## src/source/rs_macros.svh

```systemverilog
`ifndef RS_MACROS_SVH
`define RS_MACROS_SVH

// station depth and index width, kept consistent by hand
`define RS_DEPTH 16
`define RS_PTR_W 4

// physical register tag
`define TAG_W 8

// data and pc
`define WORD_W 32

// alu, mul, div, load
`define CDB_SOURCES 4

`endif
```

## src/source/rs_pkg.sv

```systemverilog
`default_nettype none

`include "rs_macros.svh"

package rs_pkg;

    typedef logic [`TAG_W-1:0] tag_t;
    typedef logic [`WORD_W-1:0] word_t;

    // lowest index has highest priority on a tag collision
    typedef enum logic [1:0] {
        cdb_alu  = 2'd0,
        cdb_mul  = 2'd1,
        cdb_div  = 2'd2,
        cdb_load = 2'd3
    } cdb_src_e;

    typedef struct packed {
        tag_t  tag;
        word_t data;
        logic  rdy;    // data holds the final value
    } operand_t;

    typedef struct packed {
        word_t    pc;
        tag_t     rd;
        operand_t op1;
        operand_t op2;
    } rs_entry_t;

    typedef struct packed {
        word_t pc;
        tag_t  rd;
        word_t data1;
        word_t data2;
    } issue_t;

endpackage

`default_nettype wire

```

## src/source/cdb_if.sv

```systemverilog
`default_nettype none

`include "rs_macros.svh"

// all result broadcasts of one cycle, indexed by rs_pkg::cdb_src_e
interface cdb_if;

    logic [`CDB_SOURCES-1:0] valid;               // one-cycle strobe per source
    rs_pkg::tag_t            tag  [`CDB_SOURCES];
    rs_pkg::word_t           data [`CDB_SOURCES];

    modport driver (
        output valid,
        output tag,
        output data
    );

    modport snoop (
        input valid,
        input tag,
        input data
    );

endinterface

`default_nettype wire

```

## src/source/dispatch_bypass.sv

```systemverilog
`default_nettype none

`include "rs_macros.svh"

module dispatch_bypass (
    cdb_if.snoop              cdb,
    input  rs_pkg::word_t     pc,
    input  rs_pkg::tag_t      rd,
    input  rs_pkg::operand_t  op1_in,
    input  rs_pkg::operand_t  op2_in,
    output rs_pkg::rs_entry_t entry_out
);

    always_comb begin
        entry_out.pc  = pc;
        entry_out.rd  = rd;
        entry_out.op1 = op1_in;
        entry_out.op2 = op2_in;

        // walk down so the lowest matching source is written last
        for (int s = `CDB_SOURCES - 1; s >= 0; s--) begin
            if (!op1_in.rdy && cdb.valid[s] && cdb.tag[s] == op1_in.tag) begin
                entry_out.op1.data = cdb.data[s];
                entry_out.op1.rdy  = 1'b1;
            end
            if (!op2_in.rdy && cdb.valid[s] && cdb.tag[s] == op2_in.tag) begin
                entry_out.op2.data = cdb.data[s];
                entry_out.op2.rdy  = 1'b1;
            end
        end
    end

endmodule

`default_nettype wire

```

## src/flat_wrapper.sv

```systemverilog
// flat-port wrapper written by rule: the top's interface ports become plain ports
module dispatch_bypass_flat 
  (pc, rd, op1_in, op2_in, entry_out, cdb_valid, cdb_tag, cdb_data);
  cdb_if cdb_i ();
  input  rs_pkg::word_t pc;
  input  rs_pkg::tag_t rd;
  input  rs_pkg::operand_t op1_in;
  input  rs_pkg::operand_t op2_in;
  output rs_pkg::rs_entry_t entry_out;
  input wire logic [$bits(cdb_i.valid)-1:0] cdb_valid;
  input wire logic [$bits(cdb_i.tag)-1:0] cdb_tag;
  input wire logic [$bits(cdb_i.data)-1:0] cdb_data;
  assign cdb_i.valid = cdb_valid;
  assign cdb_i.tag = {>>{cdb_tag}};
  assign cdb_i.data = {>>{cdb_data}};
  dispatch_bypass u_core (.cdb(cdb_i), .pc(pc), .rd(rd), .op1_in(op1_in), .op2_in(op2_in), .entry_out(entry_out));
endmodule
```

## config.mk

```make
export PLATFORM = sky130hd
export DESIGN_NAME = dispatch_bypass_flat
export DESIGN_NICKNAME = d
export VERILOG_FILES = /design/src/source/rs_pkg.sv /design/src/source/cdb_if.sv /design/src/source/dispatch_bypass.sv /design/src/flat_wrapper.sv
export VERILOG_INCLUDE_DIRS = /design/src /design/src/source
export SDC_FILE = /design/constraint.sdc
export NUM_CORES = 1
export LEC_CHECK = 0
export BUFFER_PORTS_ARGS = -buffer_cell sky130_fd_sc_hd__buf_2
export CORE_AREA = 10 10 152 154
export DETAILED_ROUTE_END_ITERATION = 6
export DIE_AREA = 0 0 162 164
export GPL_TIMING_DRIVEN = 0
export PLACE_DENSITY_LB_ADDON = 0.15
export SETUP_SLACK_MARGIN = 0.5
export SYNTH_ARGS = -nofsm -noshare
export SYNTH_HDL_FRONTEND = slang
export SYNTH_SLANG_ARGS = --single-unit
```

## constraint.sdc

```tcl
create_clock -name vclk -period 5.8
set_input_delay 1.16 -clock vclk [all_inputs]
set_output_delay 1.16 -clock vclk [all_outputs]
set_load 0.005 [all_outputs]
```

== Word-level counts from Yosys, hierarchy flattened ==
Cells that the tools add are included.
Storage, ports and cells
  register bits after elaboration: 0
  memories: 0
  memory bits (writable): 0
  ROM bits: 0
  bits of input ports: 286
  bits in latches: 0
  output and inout port bits: 122
  logic and storage cells: 34
Operators by class
  add/sub/neg operators: 0
  multipliers: 0
  divide/modulo/power cells: 0
  shifts and indexed selects: 0
  $lt $le $gt $ge: 0
  equal/unequal tests: 8
  mux-type cells: 8
  reductions and logical operators: 18
  bitwise operators: 0
Operators by type and width (count)
  two-way mux 33 bit: 8
  equality test 8 bit: 8
  logical AND 1 bit: 16
  zero test 1 bit: 2

== Longest topological paths before layout ==
Gate-level depths: netlist (run 1).
  word-level depth: 7
  gate-level depth with buffers: 9
  depth with buffers taken out: 6

== Least setup slack after synthesis (run 1) ==
No wires, ideal clock.
  kind: in2out
  from: input port op1_in[40] (netlist name)
  to: output port entry_out[63] (netlist name)
  stages on the path: 8
  buffers on the path: 2
  data required time: 4.640 ns
  data arrival time: 2.529 ns
  slack: 2.111 ns
  cells stage by stage: buf_2 > xnor2_1 > nand4_1 > nor4b_4 > a21o_2 > buf_6 > nor2_1 > o22a_1
RTL lines
  from (decl): line flat_wrapper.sv:7  | input rs_pkg::operand_t op1_in;
  to (decl): line flat_wrapper.sv:9  | output rs_pkg::rs_entry_t entry_out;

==> impl_metrics.json, run 1 <==
{
  "core_um2": 20000,
  "worst-path-buf-inv": 3,
  "seq_area_um2": 0,
  "max-vdd-ir-drop_mv": 0.0321,
  "n_fill_cell": 2335,
  "grt.total_usage": 0.177,
  "hold_path_class": "in2out",
  "io_pins": 408,
  "synth_top_area_frac": 0.105,
  "synth-xor-area-share": 0.140,
  "antenna_left": 0,
  "holdBufCountCts": 0,
  "min_path_cells": 2,
  "wl_met1_mm": 10.8,
  "synthTopCellsByArea": "buf_4, mux2_4, nand2_1",
  "yosys.area.top_type": "buf_4",
  "synth_top_family_by_area": "simple AND/OR/NAND/NOR gates",
  "drive_gt1_frac": 0.513,
  "period_share": 0.798,
  "hpwl_mm": 21.8,
  "via_per_inst": 4.62,
  "dr.max_layer_used": "met5",
  "grt_max_degree": 11,
  "clock.fmax_mhz": 216,
  "wirelength_mm": 25.9,
  "drv_slew": 0,
  "fin_ws_ps": 1170,
  "cpLargestDelayFamily": "simple AND/OR/NAND/NOR gates",
  "crit_type": "in2out",
  "die_x_um": 162,
  "syn_area_um2": 3990,
  "seq_area_frac_synth": 0,
  "grt_pass1_vias": 6136,
  "cap_violations": 0,
  "initial_core_util": 0.199,
  "path_depth": 8,
  "max_slew_margin": 0.181,
  "dr.pass1.iters": 5,
  "synth_fp_nets": 878,
  "num_rows": 52,
  "cp-start-kind": "input pin",
  "drt_iter0_drc": 305,
  "syn_avg_cell_area_um2": 6.74,
  "synth_mux_area_frac": 0.197,
  "period_minus_slack_ps": 4630,
  "arrival_ps": 3470,
  "via_count": 5683,
  "yosys.area_share.adder": 0,
  "grt_pass1_wl_mm": 37.5,
  "clockBufferCount": 0,
  "tightest_slew_ps": 1220,
  "cpPeakStageDelay_ps": 980,
  "synth_cell_types": 34,
  "timing_hold_violations_final": 0,
  "leakage_nw": 3.37,
  "yosysWarnings": 0,
  "place_congestion": 0.818,
  "cts_resized": 0,
  "fp.dieH_um": 164,
  "rsz0062_at_grt": "no",
  "status": "completed",
  "antenna_found_initial": 4,
  "powerDensity_nw_per_um2": 52.1,
  "worst_path_most_repeated_cell": "buf_2",
  "synth_compound_area_frac": 0.147,
  "design.seq.count": 0,
  "cp-end-kind": "output pin",
  "nets": 1247,
  "path_cells": "buf_2 -> xor2_1 -> nor3_1 -> clkbuf_1 -> nand4_1 -> nand3_1 -> o22a_1 -> buf_2",
  "synth_simple_gate_area_frac": 0.344,
  "area_growth_pct": 54.6,
  "globalRouteOverflowTotal": 0,
  "wl_met3_mm": 2.11,
  "drc": 0,
  "wire_per_inst_um": 21.0,
  "met2WireLength_mm": 12.8,
  "fin_tns_setup_ps": 0,
  "critical_path.slowest_cell": "nor3_1",
  "setup-violations-final": 0,
  "postCtsSetupBuffers": 0,
  "final_util": 0.308,
  "dieArea_um2": 26600,
  "portBuffers": 367,
  "fin_hold_ws_ps": 2490,
  "crit_required_ps": 4640,
  "pre_cts_slack_ps": 1120,
  "critPathMaxFanout": 10,
  "synthCells": 592
}
cells in the mapped netlist:
| master | count |
|---|---|
| a31oi_1 | 1 |
| xor2_1 | 34 |
| nor2_1 | 65 |
| nand3_1 | 65 |
| o22a_1 | 31 |
| buf_4 | 56 |
| nand4_1 | 37 |
| nor3b_1 | 3 |
| buf_6 | 6 |
| o22ai_1 | 1 |
| nor4_2 | 2 |
| a21oi_1 | 1 |
| a31o_2 | 1 |
| clkbuf_1 | 22 |
| and3_1 | 1 |
| nor4b_4 | 1 |
| mux2_4 | 28 |
| a41oi_1 | 31 |
| o211ai_1 | 1 |
| mux2i_1 | 32 |
| nand3_2 | 2 |
| mux2_2 | 4 |
| or3_1 | 1 |
| nor3_1 | 6 |
| buf_2 | 22 |
| nand4b_1 | 4 |
| nand3b_1 | 2 |
| nor2_2 | 1 |
| nor3_2 | 1 |
| inv_1 | 2 |
| nor4_1 | 3 |
| a21o_2 | 1 |
| xnor2_1 | 30 |
| nand2_1 | 94 |
per-layer routing:
metal | global-route usage | vias to the layer above
li1 | - | 2823
met1 | 0.216 | 2582
met2 | 0.320 | 266
met3 | 0.0488 | 8
met4 | 0.00744 | 4
met5 | 0 | -
placed cells by master, fill, tap and decap left out, drive strengths merged:
master and count:
nand3 67, inv 2, nor3 7, o22a 31
nor2 66, o22ai 1, a31oi 1, nor3b 3
and3 1, nand4b 4, nand2 94, o211ai 1
or3 1, nand3b 2, a21oi 1, mux2i 32
clkbuf 22, a41oi 31, buf 451, xnor2 30
a21o 1, a31o 1, diode 2, xor2 34
mux2 32, nor4b 1, nor4 5, nand4 37
per-stage QoR:
| stage | total power [mW] | cells | instance area, µm² |
|---|---|---|---|
| 3_3_place_gp | 0.323 | 1229 | 6170 |
| 4_1_cts | 0.326 | 1229 | 6170 |
| 3_5_place_dp | 0.325 | 1229 | 6170 |
| 2_1_floorplan | 0.141 | 592 | 3990 |
| 5_1_grt | 0.354 | 1230 | 6170 |
| 6_report | 0.321 | 1231 | 6170 |
final cells by class:
| type | count | area [µm²] | area share |
|---|---|---|---|
| multi-input cells | 484 | 3300 | 0.535 |
| repair buffers | 367 | 1840 | 0.298 |
| plain buffers | 106 | 681 | 0.110 |
| well taps | 270 | 338 | 0.0547 |
| inverters | 2 | 7.51 | 0.00122 |
| diodes | 2 | 5.00 | 0.000811 |
power breakdown:
part | leakage (nW) | internal (mW) | switching [mW] | total (mW)
logic | 3.37 | 0.180 | 0.142 | 0.321
clock network | 0.0000127 | 0.0000000461 | 0 | 0.0000000462
registers | 0 | 0 | 0 | 0
logic make-up (layout without fill, tap and decap cells):
family	Yosys count	count (layout)
simple gates	288	288
buf+inv	108	475
compound gates	68	68
xor+xnor	64	64
mux	64	64
other cells	0	2
path summary, 6_finish.rpt:
check,start,to
setup / recovery,op1_in[34],entry_out[58]
hold / removal,rd[4],entry_out[86]
Note: power is estimated with default switching activity, not from simulation.
==> inputs of run 2 (changes only) <==
--- a/config.mk
+++ b/config.mk
@@ -7,9 +7,9 @@
 export NUM_CORES = 1
 export LEC_CHECK = 0
 export BUFFER_PORTS_ARGS = -buffer_cell sky130_fd_sc_hd__buf_2
-export CORE_AREA = 10 10 152 154
+export CORE_AREA = 10 10 149 151
 export DETAILED_ROUTE_END_ITERATION = 6
-export DIE_AREA = 0 0 162 164
+export DIE_AREA = 0 0 159 161
 export GPL_TIMING_DRIVEN = 0
 export PLACE_DENSITY_LB_ADDON = 0.15
 export SETUP_SLACK_MARGIN = 0.5
==> constraint.sdc (replaced) <==
create_clock -name vclk -period 3.85
set_input_delay 0.77 -clock vclk [all_inputs]
set_output_delay 0.77 -clock vclk [all_outputs]
set_load 0.005 [all_outputs]
==> run 2 against run 1 <==
  * Critical path depth is 2 higher
  * Largest cell class unchanged
  * Highest routed layer unchanged
  * Worst hold slack worse by 780 ps
  * Sequential share of layout area stayed put
==> impl_metrics.json, run 2 (same netlist as run 1, synthesis figures left out) <==
{
  "n_fill_cell": 2147,
  "status": "completed",
  "top_usage_layer": "met2",
  "wire_per_inst_um": 21.5,
  "max-vdd-ir-drop_mv": 0.0561,
  "initial_core_util": 0.208,
  "seq_area_um2": 0,
  "grt_max_degree": 11,
  "min_path_cells": 2,
  "grt_pass1_wl_mm": 38.7,
  "antenna_found_initial": 9,
  "drc": 0,
  "wirelength_mm": 26.8,
  "final_common_cell": "buf_2",
  "setup-violations-final": 0,
  "fin_tns_setup_ps": 0,
  "portBuffers": 367,
  "crit_required_ps": 3080,
  "period_minus_slack_ps": 3320,
  "min_to": "entry_out[98]",
  "grtUsageMet1": 0.219,
  "globalRouteOverflowTotal": 0,
  "timing_hold_violations_final": 0,
  "nets": 1267,
  "antenna_left": 0,
  "design.seq.count": 0,
  "clockBufferCount": 0,
  "dieArea_um2": 25600,
  "via_count": 5952,
  "hold_path_class": "in2out",
  "grtUsageMet2": 0.339,
  "rsz0062_at_grt": "yes",
  "max_slew_margin": 0.712,
  "grt.total_usage": 0.187,
  "drv_slew": 0,
  "cap_violations": 0,
  "tightest_slew_ps": 430,
  "clock.fmax_mhz": 301,
  "die_x_um": 159,
  "grt_pass1_vias": 6422,
  "period_share": 0.862,
  "cp-start-kind": "input pin",
  "io_pins": 408,
  "area_growth_pct": 74.1,
  "met3_usage": 0.0547,
  "dr.pass1.iters": 4,
  "power_mw": 0.524,
  "via_per_inst": 4.77,
  "crit_type": "in2out",
  "place_congestion": 0.831,
  "core_um2": 19200,
  "hpwl_mm": 21.5,
  "hold_path_startpoint": "pc[8]",
  "powerDensity_nw_per_um2": 75.4,
  "cp-end-kind": "output pin",
  "drive_gt1_frac": 0.589,
  "arrival_ps": 2550,
  "holdBufCountCts": 0,
  "num_rows": 51,
  "mostFrequentLayoutCells": "buf_2, buf_4, nand2_1",
  "drt_iter0_drc": 259,
  "critPathMaxFanout": 5,
  "leakage_nw": 3.72,
  "fp.dieH_um": 161
}
-- run 2: cell count changes in the layout (fill, tap and decap cells not counted), sizes merged --
cell / delta
buf: +20
diode: +3
-- run 2: cell type report --
type	count	area [µm²]	share of cell area
multi-input cells	484	3600	0.518
repair buffers	387	2140	0.308
plain buffers	106	863	0.124
well taps	265	332	0.0477
diodes	5	12.5	0.00180
inverters	2	7.51	0.00108
-- run 2: how the worst max path moves through the flow --
stage	endpoint	cells after the start	from	slack (ps)
floorplan	entry_out[63]	8	op1_in[40]	940
global placement	entry_out[63]	8	op1_in[34]	20
detailed placement	entry_out[44]	8	op1_in[34]	20
CTS	entry_out[63]	10	op1_in[37]	490
global route	entry_out[15]	12	op2_in[37]	470
finish	entry_out[30]	10	op2_in[37]	530
-- run 2: stage by stage --
stage               worst slack [ps]   util  cell area [µm²]  cells  hold WS, ps
detailed placement              18.3  0.321             6160   1224         1710
finish                           530  0.362             6950   1249         1710
CTS                              487  0.338             6500   1236         1710
global placement                18.7  0.321             6160   1224         1710
floorplan                        941      -             3990    592         1620
global route                     467  0.362             6950   1248         1710
-- run 2: metal layers --
metal	wire length, µm	vias up
met1	11100	2768
met3	2160	20
li1	-	2870
met5	33	-
met2	13300	288
met4	257	6
-- run 2: repair_timing --
item	in CTS	in global routing
gates resized for setup	64	98
gates cloned	1	3
pin swaps	11	18
setup buffers	11	5
endpoints found under the setup margin	66	63
-- run 2: power by group --
group / leakage (nW) / internal (mW) / total (mW) / switching [mW]
registers: 0 / 0 / 0 / 0
logic: 3.72 / 0.293 / 0.524 / 0.231
clock network: 0.0000317 / 0.000000174 / 0.000000174 / 0
-- run 2: worst max-delay path, stage by stage --
cell,delay [ps]
buf_12,120
xor2_4,180
nor4_4,340
nand3_4,150
clkbuf_16,200
clkbuf_16,160
mux2_4,290
nand2_2,70
a41oi_2,110
buf_2,150
==> inputs of run 3 (changes only) <==
--- a/config.mk
+++ b/config.mk
@@ -12,6 +12,7 @@
 export DIE_AREA = 0 0 159 161
 export GPL_TIMING_DRIVEN = 0
 export PLACE_DENSITY_LB_ADDON = 0.15
+export REMOVE_ABC_BUFFERS = 1
 export SETUP_SLACK_MARGIN = 0.5
 export SYNTH_ARGS = -nofsm -noshare
 export SYNTH_HDL_FRONTEND = slang
==> run 3 against run 2 <==
  * Design area fell by 4.9%
  * Routed wire length rose by 3.8%
  * Global-route usage rose by 0.30 points
  * Utilization fell by 1.8 points
  * Cell count fell by 7.4%
  * Non-clock buffer count fell by 97
  * Sequential share of layout area did not move
  * Die area did not move
  * Sequential cell count did not move
  * Largest cell class unchanged
  * Power fell by 7.4%
==> impl_metrics.json, run 3 (same netlist as run 1, synthesis figures left out) <==
{
  "status": "completed",
  "crit_required_ps": 3080,
  "drc": 0,
  "pre_cts_slack_ps": -375,
  "grt_pass1_vias": 6003,
  "drive_gt1_frac": 0.543,
  "place_congestion": 0.786,
  "power_mw": 0.485,
  "mostFrequentLayoutCells": "buf_2, nand2_1, nor2_1",
  "clock_power_share": 0,
  "fp.dieH_um": 161,
  "final_common_cell": "buf_2",
  "grt_max_degree": 34,
  "seqPwrFrac": 0,
  "io_pins": 408,
  "n_fill_cell": 2102,
  "grt.total_usage": 0.190,
  "num_rows": 51,
  "tightest_slew_ps": 424,
  "hpwl_mm": 20.4,
  "drt_iter0_drc": 277,
  "switchingPower_mw": 0.230,
  "p_comb_frac": 1.000,
  "max-vdd-ir-drop_mv": 0.0576,
  "arrival_ps": 2520,
  "globalRouteOverflowTotal": 0,
  "antenna_left": 0,
  "wirelength_mm": 27.8,
  "leakage_nw": 3.41,
  "clock.fmax_mhz": 304,
  "dieArea_um2": 25600,
  "timing_hold_violations_final": 0,
  "clockBufferCount": 0,
  "via_per_inst": 4.85,
  "max_slew_margin": 0.717,
  "fin_ws_ps": 561,
  "intPower_mw": 0.255,
  "core_um2": 19200,
  "fin_tns_setup_ps": 0,
  "cp-end-kind": "output pin",
  "grt_pass1_wl_mm": 38.2,
  "p_sw_frac": 0.475,
  "initial_core_util": 0.208,
  "area_growth_pct": 65.5,
  "period_minus_slack_ps": 3290,
  "rsz0062_at_grt": "yes",
  "crit_type": "in2out",
  "powerDensity_nw_per_um2": 73.5,
  "antenna_found_initial": 4,
  "design.seq.count": 0,
  "cp-start-kind": "input pin",
  "hold_path_class": "in2out",
  "seq_area_um2": 0,
  "nets": 1175,
  "via_count": 5602,
  "setup-violations-final": 0,
  "multi_input_area_um2": 3740,
  "cap_violations": 0,
  "portBuffers": 328,
  "dr.pass1.iters": 4,
  "critPathMaxFanout": 5,
  "drv_slew": 0,
  "wire_per_inst_um": 24.1,
  "die_x_um": 159,
  "period_share": 0.854
}
## run 3: through the flow
step                      utilization  instances  hold WS [ps]  instance area (µm²)
final                           0.344       1156          1540                 6610
after global routing            0.344       1154          1540                 6600
after CTS                       0.318       1130          1540                 6100
after detailed placement        0.291       1096          1540                 5580
after global placement          0.275       1079          1540                 5290
after floorplan                     -        486          1540                 3310
## run 3: power groups by stage
stage          registers [mW]  logic, mW  clock network [mW]
4_1_cts                     0      0.455                   0
2_1_floorplan               0      0.162                   0
3_3_place_gp                0      0.412                   0
6_report                    0      0.485         0.000000139
3_5_place_dp                0      0.419                   0
5_1_grt                     0      0.527        0.0000000696
## run 3: layout make-up
class,instances,share of cell area
well taps,265,0.0502
inverters,2,0.00114
multi-input cells,489,0.566
repair buffers,396,0.382
diodes,4,0.00151
## run 3: final timing paths
| path | startpoint | endpoint | slack, ps | depth (start not counted) |
|---|---|---|---|---|
| worst max-delay path | op2_in[37] | entry_out[9] | 560 | 10 |
| worst min-delay path | pc[3] | entry_out[93] | 1540 | 0 |
## run 3: worst max-delay path, cell delays in order
cell,delay [ps]
buf_4,150
xor2_2,190
nor4_4,310
nand3_4,130
buf_8,170
buf_12,140
mux2_4,300
nand2_1,70
a41oi_1,130
buf_2,160
## run 3: routing by layer
metal / GRT usage / wire length, µm / vias to the layer above
met1: 0.241 / 12300 / 2639
li1: - / - / 2695
met5: 0.0296 / 102 / -
met2: 0.312 / 13000 / 258
met4: 0.00927 / 62 / 2
met3: 0.0717 / 2410 / 8
## run 3: timing repair
action / in CTS / in global routing
hold buffers: 0 / 0
setup buffers: 30 / 17
pin swaps: 15 / 16
gates cloned: 4 / 5
endpoints found under the setup margin: 66 / 64
gates resized for setup: 28 / 48
